--- config.mk ---
export PLATFORM = sky130hd
export DESIGN_NAME = read_datapath
export DESIGN_NICKNAME = d
export VERILOG_FILES = /design/src/source/rdp_cfg_pkg.sv /design/src/source/rdp_types_pkg.sv /design/src/source/rdp_rdata_stage.sv /design/src/source/rdp_read_ctrl.sv /design/src/source/rdp_read_fifo.sv /design/src/source/rdp_valid_predict.sv /design/src/source/read_datapath.sv
export SDC_FILE = /design/constraint.sdc
export NUM_CORES = 1
export LEC_CHECK = 0
export BUFFER_PORTS_ARGS = -buffer_cell sky130_fd_sc_hd__buf_2
export CAP_MARGIN = 20
export CORE_MARGIN = 10
export CORE_UTILIZATION = 30
export CTS_CLUSTER_DIAMETER = 200
export DETAILED_ROUTE_END_ITERATION = 10
export PLACE_DENSITY = 0.48
export SLEW_MARGIN = 30
export SYNTH_ARGS = -nofsm -noshare
export SYNTH_HDL_FRONTEND = slang
export SYNTH_SLANG_ARGS = --single-unit
--- constraint.sdc ---
create_clock -name pll_afi_clk -period 3.3 [get_ports pll_afi_clk]
set_input_delay 0 -clock pll_afi_clk [delete_from_list [all_inputs] [get_ports pll_afi_clk]]
set_output_delay 0 -clock pll_afi_clk [all_outputs]
set_load 0.02 [all_outputs]
--- src/source/rdp_cfg_pkg.sv ---
/*
 * Read datapath configuration: group and bus widths, FIFO depths, latency range
 */
package rdp_cfg_pkg;

	// ******************************
	// Memory and AFI bus geometry
	// ******************************

	// Read DQS groups on the interface
	localparam int NUM_DQS_GROUPS = 2;

	// DQ bits captured by one DQS group
	localparam int DQ_GROUP_WIDTH = 4;

	// Full rate with DDR capture gives two beats per AFI cycle
	localparam int NUM_TIMESLOTS = 2;

	localparam int MEM_DQ_WIDTH = NUM_DQS_GROUPS * DQ_GROUP_WIDTH;

	// The AFI read bus carries every time slot of every group
	localparam int AFI_DATA_WIDTH = NUM_TIMESLOTS * MEM_DQ_WIDTH;

	// ******************************
	// Buffering and latency
	// ******************************

	// Token FIFO for valid prediction, one token per AFI cycle
	localparam int VFIFO_DEPTH = 16;
	localparam int VFIFO_ADDR_WIDTH = $clog2(VFIFO_DEPTH);

	// Read data FIFO, sized for the reads that can be in flight
	localparam int READ_FIFO_DEPTH = 8;
	localparam int READ_FIFO_ADDR_WIDTH = $clog2(READ_FIFO_DEPTH);

	// Length of the latency shift register and width of the latency setting
	localparam int MAX_READ_LATENCY = 16;
	localparam int LATENCY_WIDTH = $clog2(MAX_READ_LATENCY);

endpackage

--- src/source/rdp_types_pkg.sv ---
/*
 * Read datapath bus types: capture words, sequencer controls, AFI read result
 */
package rdp_types_pkg;
	import rdp_cfg_pkg::*;

	// ******************************
	// Capture side
	// ******************************

	// One DQS group's capture word for a single AFI cycle
	// The later beat t1 sits above the earlier beat t0
	typedef struct packed {
		logic [DQ_GROUP_WIDTH-1:0] t1;
		logic [DQ_GROUP_WIDTH-1:0] t0;
	} group_beat_t;

	// Whole capture word ordered by group, then by time slot
	// Index 1 is group 1 and lands in the upper half
	typedef group_beat_t [NUM_DQS_GROUPS-1:0] ddio_word_t;

	// ******************************
	// Sequencer and AFI side
	// ******************************

	// Calibration controls from the sequencer
	// read_latency is a level, the other two fields are one-cycle strobes per group
	typedef struct packed {
		logic [LATENCY_WIDTH-1:0] read_latency;
		logic [NUM_DQS_GROUPS-1:0] inc_vfifo;
		logic [NUM_DQS_GROUPS-1:0] fifo_reset;
	} seq_read_ctrl_t;

	// Read result returned to the controller, data in time-slot order
	typedef struct packed {
		logic [AFI_DATA_WIDTH-1:0] rdata;
		logic valid;
	} afi_read_t;

endpackage

--- src/source/rdp_rdata_stage.sv ---
/*
 * Read output stage: registers the FIFO heads on a pop, builds the AFI valid,
 * reorders data for the AFI and sequencer buses and keeps the underflow flag
 */
`timescale 1ns/1ps

module rdp_rdata_stage import rdp_cfg_pkg::*, rdp_types_pkg::*;
(
	input  logic pll_afi_clk,
	input  logic reset_n_afi_clk,
	input  logic pop_i,
	input  ddio_word_t head_i,
	input  logic [NUM_DQS_GROUPS-1:0] empty_i,
	output afi_read_t afi_read_o,
	output ddio_word_t phy_mux_read_fifo_q_o,
	output logic read_underflow_o
);

	// Popped data, still in group order
	ddio_word_t rdata_q;

	logic valid_q;
	logic underflow_q;

	// Data register only loads on a pop
	always_ff @(posedge pll_afi_clk)
	begin
		if (pop_i)
		begin
			rdata_q <= head_i;
		end
	end

	// ******************************
	// Valid and underflow
	// ******************************

	// Valid needs every group to hold data at the pop
	// An empty group at a pop marks a mistuned latency and sticks until reset
	always_ff @(posedge pll_afi_clk or negedge reset_n_afi_clk)
	begin
		if (!reset_n_afi_clk)
		begin
			valid_q <= 1'b0;
			underflow_q <= 1'b0;
		end
		else
		begin
			valid_q <= pop_i & (&(~empty_i));
			if (pop_i && (|empty_i))
			begin
				underflow_q <= 1'b1;
			end
		end
	end

	// ******************************
	// Data reordering
	// ******************************

	// AFI wants time-slot order: all t0 nibbles in slot 0, all t1 nibbles in
	// slot 1, and within a slot group 0 is the lowest nibble
	always_comb
	begin
		afi_read_o.valid = valid_q;
		for (int g = 0; g < NUM_DQS_GROUPS; g++)
		begin
			afi_read_o.rdata[g*DQ_GROUP_WIDTH +: DQ_GROUP_WIDTH] = rdata_q[g].t0;
			afi_read_o.rdata[MEM_DQ_WIDTH + g*DQ_GROUP_WIDTH +: DQ_GROUP_WIDTH] = rdata_q[g].t1;
		end
	end

	// Sequencer calibrates per group, so it keeps the capture layout
	assign phy_mux_read_fifo_q_o = rdata_q;
	assign read_underflow_o = underflow_q;

endmodule

--- src/source/rdp_read_ctrl.sv ---
/*
 * Read control: latency shift register and pop selection, plus the
 * registered per-group FIFO clear strobes from the sequencer
 */
`timescale 1ns/1ps

module rdp_read_ctrl import rdp_cfg_pkg::*, rdp_types_pkg::*;
(
	input  logic pll_afi_clk,
	input  logic reset_n_afi_clk,
	input  logic afi_rdata_en_i,
	input  seq_read_ctrl_t seq_ctrl_i,
	output logic pop_o,
	output logic [NUM_DQS_GROUPS-1:0] fifo_clear_o
);

	// Delay line for the read strobe, bit j holds the strobe from j+1 cycles ago
	logic [MAX_READ_LATENCY-1:0] latency_sr;

	// Tap index selected by the sequencer's latency setting
	logic [LATENCY_WIDTH-1:0] pop_tap;

	// Registered copy of the group clear strobes
	logic [NUM_DQS_GROUPS-1:0] fifo_clear_q;

	// ******************************
	// Latency shift register
	// ******************************

	// Every read strobe enters at bit 0 and walks up one bit per cycle
	// Back to back strobes simply sit in neighbouring bits, so several reads
	// can be in flight at once
	always_ff @(posedge pll_afi_clk or negedge reset_n_afi_clk)
	begin
		if (!reset_n_afi_clk)
		begin
			latency_sr <= '0;
		end
		else
		begin
			latency_sr <= {latency_sr[MAX_READ_LATENCY-2:0], afi_rdata_en_i};
		end
	end

	// ******************************
	// Pop selection
	// ******************************

	// A strobe in cycle n reaches bit L-1 in cycle n+L, which is the pop cycle
	// The sequencer keeps read_latency between 2 and 15 and holds it steady
	// while reads are outstanding
	assign pop_tap = seq_ctrl_i.read_latency - LATENCY_WIDTH'(1);

	// One pop serves all groups together, the FIFOs drain in lock step
	assign pop_o = latency_sr[pop_tap];

	// ******************************
	// Group FIFO clears
	// ******************************

	// The sequencer clears one group's FIFO at a time during calibration
	// Registering the strobe keeps the clear one cycle behind the request
	always_ff @(posedge pll_afi_clk or negedge reset_n_afi_clk)
	begin
		if (!reset_n_afi_clk)
		begin
			fifo_clear_q <= '0;
		end
		else
		begin
			fifo_clear_q <= seq_ctrl_i.fifo_reset;
		end
	end

	assign fifo_clear_o = fifo_clear_q;

endmodule

--- src/source/rdp_read_fifo.sv ---
/*
 * Read data FIFO for one DQS group: holds captured words until the latency pop
 */
`timescale 1ns/1ps

module rdp_read_fifo import rdp_cfg_pkg::*, rdp_types_pkg::*;
(
	input  logic pll_afi_clk,
	input  logic reset_n_afi_clk,
	input  logic capture_we_i,
	input  group_beat_t capture_i,
	input  logic pop_i,
	input  logic clear_i,
	output group_beat_t head_o,
	output logic empty_o
);

	// Captured words, indexed by the low pointer bits
	group_beat_t fifo_mem [READ_FIFO_DEPTH];

	// Pointers carry one extra wrap bit so full and empty stay distinct
	logic [READ_FIFO_ADDR_WIDTH:0] wr_ptr;
	logic [READ_FIFO_ADDR_WIDTH:0] rd_ptr;

	// A pop only counts when there is something to take
	logic pop_ok;

	assign pop_ok = pop_i && !empty_o;

	// ******************************
	// Storage
	// ******************************

	// Capture writes go straight into the buffer
	// There is no back-pressure, the capture side never waits
	always_ff @(posedge pll_afi_clk)
	begin
		if (capture_we_i)
		begin
			fifo_mem[wr_ptr[READ_FIFO_ADDR_WIDTH-1:0]] <= capture_i;
		end
	end

	// ******************************
	// Pointers
	// ******************************

	// The group clear from the sequencer restarts both pointers
	// A clear wins over a write or a pop in the same cycle
	always_ff @(posedge pll_afi_clk or negedge reset_n_afi_clk)
	begin
		if (!reset_n_afi_clk)
		begin
			wr_ptr <= '0;
			rd_ptr <= '0;
		end
		else if (clear_i)
		begin
			wr_ptr <= '0;
			rd_ptr <= '0;
		end
		else
		begin
			if (capture_we_i)
			begin
				wr_ptr <= wr_ptr + 1'b1;
			end
			if (pop_ok)
			begin
				rd_ptr <= rd_ptr + 1'b1;
			end
		end
	end

	// Head is the oldest word, readable the cycle after it was written
	assign head_o = fifo_mem[rd_ptr[READ_FIFO_ADDR_WIDTH-1:0]];
	assign empty_o = (wr_ptr == rd_ptr);

endmodule

--- src/source/rdp_valid_predict.sv ---
/*
 * Valid prediction for one DQS group: token FIFO turning read strobes into
 * capture write enables, with a write pointer the sequencer can step forward
 */
`timescale 1ns/1ps

module rdp_valid_predict import rdp_cfg_pkg::*;
(
	input  logic pll_afi_clk,
	input  logic reset_n_afi_clk,
	input  logic rdata_en_i,
	input  logic inc_vfifo_i,
	output logic capture_we_o
);

	// One token bit per entry, a set bit marks a cycle of valid capture data
	logic [VFIFO_DEPTH-1:0] token_mem;

	// Write pointer runs ahead of the read pointer by the tuned distance
	logic [VFIFO_ADDR_WIDTH-1:0] wr_ptr;
	logic [VFIFO_ADDR_WIDTH-1:0] rd_ptr;

	// Slot written this cycle and the slot passed over on an increment
	logic [VFIFO_ADDR_WIDTH-1:0] wr_addr;
	logic [VFIFO_ADDR_WIDTH-1:0] skip_addr;

	// The token lands one slot past the write pointer
	// With no increments the read pointer reaches it on the very next cycle
	assign wr_addr = wr_ptr + VFIFO_ADDR_WIDTH'(1);
	assign skip_addr = wr_ptr + VFIFO_ADDR_WIDTH'(2);

	// ******************************
	// Token write and pointers
	// ******************************

	// A token is written every cycle, a 1 for a read strobe and a 0 otherwise
	// An increment jumps the write pointer by two, which delays every later
	// token by one cycle relative to the read pointer
	always_ff @(posedge pll_afi_clk or negedge reset_n_afi_clk)
	begin
		if (!reset_n_afi_clk)
		begin
			token_mem <= '0;
			wr_ptr <= '0;
			rd_ptr <= '0;
		end
		else
		begin
			token_mem[wr_addr] <= rdata_en_i;
			if (inc_vfifo_i)
			begin
				// Clear the skipped slot so an old token cannot resurface there
				token_mem[skip_addr] <= 1'b0;
				wr_ptr <= wr_ptr + VFIFO_ADDR_WIDTH'(2);
			end
			else
			begin
				wr_ptr <= wr_ptr + VFIFO_ADDR_WIDTH'(1);
			end
			// Read side walks through the entries at one per cycle
			rd_ptr <= rd_ptr + VFIFO_ADDR_WIDTH'(1);
		end
	end

	// ******************************
	// Token read
	// ******************************

	// The token under the read pointer enables the capture write this cycle
	// A strobe in cycle n therefore appears here in cycle n+1+k, with k the
	// number of increments taken since reset
	assign capture_we_o = token_mem[rd_ptr];

endmodule

--- src/source/read_datapath.sv ---
/*
 * Read datapath top: read control, per-group valid prediction and read FIFOs,
 * and the output register stage
 */
`timescale 1ns/1ps

module read_datapath import rdp_cfg_pkg::*, rdp_types_pkg::*;
(
	input  logic pll_afi_clk,
	input  logic reset_n_afi_clk,
	input  logic afi_rdata_en_i,
	input  seq_read_ctrl_t seq_ctrl_i,
	input  ddio_word_t ddio_dq_i,
	output afi_read_t afi_read_o,
	output ddio_word_t phy_mux_read_fifo_q_o,
	output logic read_underflow_o
);

	// Predicted capture enables, one per group
	logic [NUM_DQS_GROUPS-1:0] capture_we;

	// Shared pop and per-group clears from the control block
	logic pop;
	logic [NUM_DQS_GROUPS-1:0] fifo_clear;

	// Heads and empty flags of the group FIFOs
	ddio_word_t fifo_head;
	logic [NUM_DQS_GROUPS-1:0] fifo_empty;

	// ******************************
	// Latency and clear control
	// ******************************

	rdp_read_ctrl u_read_ctrl (
		.pll_afi_clk     (pll_afi_clk),
		.reset_n_afi_clk (reset_n_afi_clk),
		.afi_rdata_en_i  (afi_rdata_en_i),
		.seq_ctrl_i      (seq_ctrl_i),
		.pop_o           (pop),
		.fifo_clear_o    (fifo_clear)
	);

	// ******************************
	// Per-group capture path
	// ******************************

	// Each group tunes its own capture cycle and buffers its own slice
	for (genvar g = 0; g < NUM_DQS_GROUPS; g++)
	begin : g_group
		rdp_valid_predict u_valid_predict (
			.pll_afi_clk     (pll_afi_clk),
			.reset_n_afi_clk (reset_n_afi_clk),
			.rdata_en_i      (afi_rdata_en_i),
			.inc_vfifo_i     (seq_ctrl_i.inc_vfifo[g]),
			.capture_we_o    (capture_we[g])
		);

		rdp_read_fifo u_read_fifo (
			.pll_afi_clk     (pll_afi_clk),
			.reset_n_afi_clk (reset_n_afi_clk),
			.capture_we_i    (capture_we[g]),
			.capture_i       (ddio_dq_i[g]),
			.pop_i           (pop),
			.clear_i         (fifo_clear[g]),
			.head_o          (fifo_head[g]),
			.empty_o         (fifo_empty[g])
		);
	end

	// ******************************
	// Output stage
	// ******************************

	rdp_rdata_stage u_rdata_stage (
		.pll_afi_clk           (pll_afi_clk),
		.reset_n_afi_clk       (reset_n_afi_clk),
		.pop_i                 (pop),
		.head_i                (fifo_head),
		.empty_i               (fifo_empty),
		.afi_read_o            (afi_read_o),
		.phy_mux_read_fifo_q_o (phy_mux_read_fifo_q_o),
		.read_underflow_o      (read_underflow_o)
	);

endmodule

==> flow_metrics.tcl, run 1 <==
set metrics [dict create \
    outcome "finished clean" \
    grt_use_total 0.0988 \
    syn_inst 606 \
    clock-sinks 228 \
    slew_violations 0 \
    vdd_ir_drop_max_mv 0.413 \
    dieArea_um2 39900 \
    rsz0062_at_grt "no" \
    cts_buffers 26 \
    power_density_nw_per_um2 821 \
    yosysUniqueCellTypes 37 \
    wl_per_cell_um 17.2 \
    p_leak_uw 0.00437 \
    dr_total_vias 5131 \
    dp_hpwl_um 12800 \
    worstSkewPairLatency_ns 0.52 \
    drt-initial-drc-count 296 \
    endpoint_kind "register" \
    seq_area_frac_synth 0.663 \
    drc 0 \
    power_uw 9380 \
    yosys.area.top_type "edfxtp_1" \
    required_ns 3.45 \
    cp_num_buf_inv 0 \
    crit_cells 5 \
    synth_area_um2 9690 \
    ios 61 \
    place_inst 1040 \
    clockBufferDepth 3 \
    cp_max_fo 8 \
    cp_common_cell "mux2i_1" \
    routed_wl_um 19100 \
    clock.fmax_ghz 0.397 \
    grt-ovfl-total 0 \
    finalNetCount 732 \
    tightest_slew_ns 0.809 \
    finalCritPeriodShare 0.762 \
    syn2layout_area_growth_pct 18.0 \
    synth_warnings 0 \
    clk_pin_slew_ns 0.06 \
    synth.area.top_cells "edfxtp_1 (45%), dfrtp_1 (22%), mux4_2 (10%), mux2i_1 (4.4%), mux2_2 (2.2%)" \
    setup_violations 0 \
    cp.arrival_ns 2.67 \
    cp_top_family "multiplexers" \
    crit_slowest_cell "nor2_1" \
    core_um2 31700 \
    final_area_um2 11400 \
    cts.htree.levels 1 \
    avgSynthCellArea_um2 16.0 \
    die_height_um 200 \
    synth-seq-cells 228 \
    yosys.area.top_type_share 0.446 \
    slowest_delay_ns 0.61 \
    synthArstFlopShare 0.368 \
    fin_setup_tns_ns 0 \
    antenna_left 0 \
    gp_congestion 0.773 \
    crit_start "g_group[1].u_valid_predict.rd_ptr[0]" \
    skew_ns 0.0117 \
    initial_core_util 0.305 \
    cp_cell_sequence "mux4_2 > mux2i_1 > mux2i_1 > nand2b_1 > nor2_1" \
    antenna_cells 0 \
    ctsRootBufferMaster "clkbuf_16" \
    grt_max_degree 85 \
    numPortBuffers 60 \
    rows 65 \
    layout_commonest_cell "edfxtp_1" \
    dpl_cell_area_um2 10400 \
    r2r.worst_path.cells 5 \
    timing.slew.headroom 0.460 \
    dr.pass1.iters 4 \
    grt_pass1_wl_um 31400 \
    drive_above_1_share 0.259 \
    grt_antenna_before_repair 0 \
    cap_violations 0 \
    final_cell_mix "edfxtp_1 (144), dfrtp_1 (84), buf_2 (59)" \
    worst_hold_path_type "input pin to asynchronous set/reset pin" \
    hold_viol_final 0 \
    synth_edf_count 144 \
    syn_nets 650 \
    die_width_um 200 \
    instances_no_fill 1109 \
    worst-setup-path-type "register to register" \
    cts_tree "built" \
    finalCriticalPeriod_ns 2.52 \
    grt_pass1_vias 5559 \
    start_kind "register" \
    synth_ff_type "edfxtp_1" \
    r2r-start "g_group[1].u_valid_predict.rd_ptr[0]" \
    vias_per_cell 4.63 \
]
Yosys cell counts (2+ instances only):
cell type and n:
nor3_1 5, nor2_1 24, nand4_1 4, buf_2 11
or3_1 4, nand2_1 39, buf_1 5, ha_1 17
o21a_1 2, dfrtp_1 84, buf_4 18, nand3b_1 3
mux2_2 19, mux4_2 43, nand2b_1 9, nand3_1 2
mux2_1 2, nor3b_1 10, edfxtp_1 144, mux2i_1 43
o21ai_0 6, inv_1 11, xnor2_1 21, and2_1 5
a21oi_1 38, xor2_1 10, nor2b_1 4, clkbuf_1 14
cell type report:
| cell class | count | area, um2 |
|---|---|---|
| clock buffers | 31 | 691 |
| well taps | 402 | 503 |
| inverters | 11 | 41.3 |
| fillers | 3010 | 20300 |
| repair buffers | 103 | 684 |
| multi-input cells | 318 | 2950 |
| flip-flops and latches | 228 | 6430 |
| clock inverters | 16 | 136 |
timing repair:
| action | in CTS | in global routing |
|---|---|---|
| hold buffers | 22 | 0 |
| endpoints found under the hold margin | 238 | 0 |
| setup buffers | 0 | 0 |
| gates resized for setup | 0 | 0 |
cell families after synthesis:
| group | Yosys count | synth area share |
|---|---|---|
| AO/OA/AOI/OAI | 50 | 0.0276 |
| XOR/XNOR | 31 | 0.0280 |
| adder cells (fa/ha/maj) | 17 | 0.0220 |
| buffers and inverters | 60 | 0.0324 |
| flip-flops | 228 | 0.663 |
| multiplexers | 107 | 0.169 |
| AND/OR/NAND/NOR | 113 | 0.0577 |
metal layers:
metal,global-route usage,vias to the layer above,wire (um)
li1,-,2401,-
met1,0.133,2605,8750
met2,0.159,98,9170
met3,0.0190,27,875
met4,0.0266,0,324
met5,0,-,0
final timing paths:
kind,to,slack [ns]
min,g_group[0].u_valid_predict.wr_ptr[3],0.09
min in group pll_afi_clk,u_read_ctrl.fifo_clear_o[1],0.14
max in group asynchronous,u_rdata_stage.valid_q,2.65
min reg2reg,u_read_ctrl.latency_sr[14],0.37
max,g_group[1].u_read_fifo.fifo_mem[6][7],0.78
max reg2reg,g_group[1].u_read_fifo.fifo_mem[6][7],0.78
power breakdown:
part	internal, uW	leakage [uW]	switching, uW
registers	3610	0.00236	319
clock network	1650	0.000402	1120
logic	1190	0.00162	1490
per-stage QoR:
stage	utilization	setup WS (ns)	hold WS, ns
floorplan	-	0.810	-0.296
global placement	0.327	0.824	0.116
detailed placement	0.327	0.742	0.119
CTS	0.360	0.735	0.133
global route	0.360	0.503	0.156
finish	0.360	0.784	0.0933
state kept, by name, indices dropped and copies added (netlist names):
| name | cells |
|---|---|
| u_read_ctrl.latency_sr | 16 |
| u_rdata_stage.valid_q | 1 |
| g_group.u_valid_predict.wr_ptr | 8 |
| g_group.u_read_fifo.fifo_mem | 128 |
| g_group.u_valid_predict.token_mem | 32 |
| g_group.u_read_fifo.rd_ptr | 8 |
| g_group.u_read_fifo.wr_ptr | 8 |
| u_read_ctrl.fifo_clear_o | 2 |
| g_group.u_valid_predict.rd_ptr | 8 |
| u_rdata_stage.afi_read_o | 16 |
| u_rdata_stage.read_underflow_o | 1 |
(Power assumes the default switching activity.)
==> inputs of run 2 (changes only) <==
--- a/config.mk
+++ b/config.mk
@@ -11,7 +11,7 @@
 export CORE_UTILIZATION = 30
 export CTS_CLUSTER_DIAMETER = 200
 export DETAILED_ROUTE_END_ITERATION = 10
-export PLACE_DENSITY = 0.48
+export PLACE_DENSITY = 0.5
 export SLEW_MARGIN = 30
 export SYNTH_ARGS = -nofsm -noshare
 export SYNTH_HDL_FRONTEND = slang
==> constraint.sdc (replaced) <==
create_clock -name pll_afi_clk -period 2.2 [get_ports pll_afi_clk]
set_input_delay 0 -clock pll_afi_clk [delete_from_list [all_inputs] [get_ports pll_afi_clk]]
set_output_delay 0 -clock pll_afi_clk [all_outputs]
set_load 0.02 [all_outputs]
==> run 2 against run 1 <==
  * Global-route usage increased by 0.10 points
  * Largest power group unchanged
  * Fmax is 16% higher
  * Routed wire length is 2.7% higher
  * Utilization increased by 0.57 points
  * Highest routed layer unchanged
  * Flip-flop and latch count did not move
  * Sequential share of layout area decreased by 0.85 points
==> flow_metrics.tcl, run 2 (synthesized netlist as in run 1, its figures left out) <==
set metrics [dict create \
    required_ns 2.41 \
    ios 61 \
    skew_ns 0.0141 \
    initial_core_util 0.305 \
    grt_use_total 0.0998 \
    cp_num_buf_inv 1 \
    cts_tree "built" \
    final_cell_mix "edfxtp_1 (144), dfrtp_1 (82), buf_2 (59)" \
    grt_max_degree 44 \
    tightest_slew_ns 0.604 \
    setup_ws_ns 0.0287 \
    core_um2 31700 \
    crit_slowest_cell "dfrtp_2" \
    rsz0062_at_grt "yes" \
    place_ws_ns -0.210 \
    cp_top_family "multiplexers" \
    clk_pin_slew_ns 0.06 \
    gp_congestion 0.743 \
    grt_antenna_before_repair 0 \
    wl_per_cell_um 17.6 \
    antenna_left 0 \
    finalCritPeriodShare 0.987 \
    fillers 2985 \
    drc 0 \
    antenna_cells 0 \
    grt_pass1_vias 5624 \
    slowest_delay_ns 0.47 \
    final_util 0.366 \
    met3_length_um 850 \
    slew_violations 0 \
    rows 65 \
    start_kind "register" \
    r2r_setup_slack_ns 0.03 \
    worstSkewPairLatency_ns 0.51 \
    routed_wl_um 19600 \
    dr.pass1.iters 4 \
    clockBufferDepth 3 \
    timing.slew.headroom 0.597 \
    power_density_nw_per_um2 1210 \
    outcome "finished clean" \
    drive_above_1_share 0.286 \
    highest-signal-layer "met4" \
    largest_reg_flops 128 \
    worst-setup-path-type "register to register" \
    die_height_um 200 \
    cp_max_fo 7 \
    layout_commonest_cell "edfxtp_1" \
    dp_hpwl_um 13700 \
    wl_met1_um 8670 \
    cap_violations 0 \
    cts.htree.levels 1 \
    setup_violations 0 \
    hold_viol_final 0 \
    clock-sinks 228 \
    numPortBuffers 60 \
    die_width_um 200 \
    cp.arrival_ns 2.39 \
    ctsRootBufferMaster "clkbuf_16" \
    clock.fmax_ghz 0.461 \
    dr_total_vias 5243 \
    grt_pass1_wl_um 31500 \
    vias_per_cell 4.70 \
    holdWs_ns 0.0404 \
    wl_met2_um 9720 \
    worst_hold_path_type "input pin to asynchronous set/reset pin" \
    cp_cell_sequence "mux4_2 > mux2i_1 > mux2i_2 > nand2b_1 > nor3b_2 > buf_4" \
    dieArea_um2 39900 \
    p_leak_uw 0.00445 \
    grt-ovfl-total 0 \
    cts_buffers 24 \
    drt-initial-drc-count 237 \
    endpoint_kind "register" \
    syn2layout_area_growth_pct 19.8 \
    finalCriticalPeriod_ns 2.17 \
    finalNetCount 741 \
    vdd_ir_drop_max_mv 0.460 \
]
run 2: path summary, 6_finish.rpt:
check	endpoint	cells past startpoint	start
min in group pll_afi_clk	u_read_ctrl.fifo_clear_o[0]	2	seq_ctrl_i[0]
worst min-delay path	g_group[0].u_valid_predict.wr_ptr[2]	2	reset_n_afi_clk
worst max register to register	g_group[1].u_read_fifo.fifo_mem[2][3]	6	g_group[1].u_valid_predict.rd_ptr[0]
worst min register to register	u_read_ctrl.latency_sr[12]	0	u_read_ctrl.latency_sr[11]
worst max-delay path	g_group[1].u_read_fifo.fifo_mem[2][3]	6	g_group[1].u_valid_predict.rd_ptr[0]
max in group asynchronous	u_read_ctrl.latency_sr[7]	3	reset_n_afi_clk
run 2: area by class of cell:
cell class	count	area, um2	area share
clock buffers	41	747	0.0643
clock inverters	2	10.0	0.000862
inverters	11	41.3	0.00356
multi-input cells	318	3050	0.263
flip-flops and latches	228	6430	0.554
well taps	402	503	0.0433
repair buffers	114	830	0.0715
run 2: repair_timing:
item                                   in CTS  in global routing
hold buffers                               22                  0
pin swaps                                   1                  3
endpoints found under the hold margin     236                  0
gates resized for setup                     9                  9
setup endpoints to repair                 122                132
setup buffers                               1                  2
run 2: through the flow:
| step | TNS, ns | std cells | cell area [um2] | total power (uW) |
|---|---|---|---|---|
| finish | 0 | 1116 | 11600 | 14000 |
| global route | -2.29 | 1116 | 11600 | 14900 |
| CTS | -1.70 | 1116 | 11600 | 14200 |
| detailed placement | -13.48 | 1050 | 10500 | 10200 |
| global placement | -6.22 | 1050 | 10500 | 10100 |
| floorplan | -7.26 | 606 | 9720 | 9000 |
run 2: where the power goes:
group	internal (uW)	switching [uW]	total [uW]
clock	2290	1550	3840
sequential	5420	497	5920
combinational	1920	2320	4250
run 2: per-layer routing:
layer,up-vias,global-route usage
met5,-,0
met2,95,0.169
met4,0,0.0280
met1,2698,0.128
li1,2412,-
met3,38,0.0178
run 2: worst register-to-register path, cell delays in order, from the launching register on:
cell and delay, ns:
dfrtp_2 0.47, mux4_2 0.36, mux2i_1 0.08, mux2i_2 0.32
nand2b_1 0.23, nor3b_2 0.24, buf_4 0.19
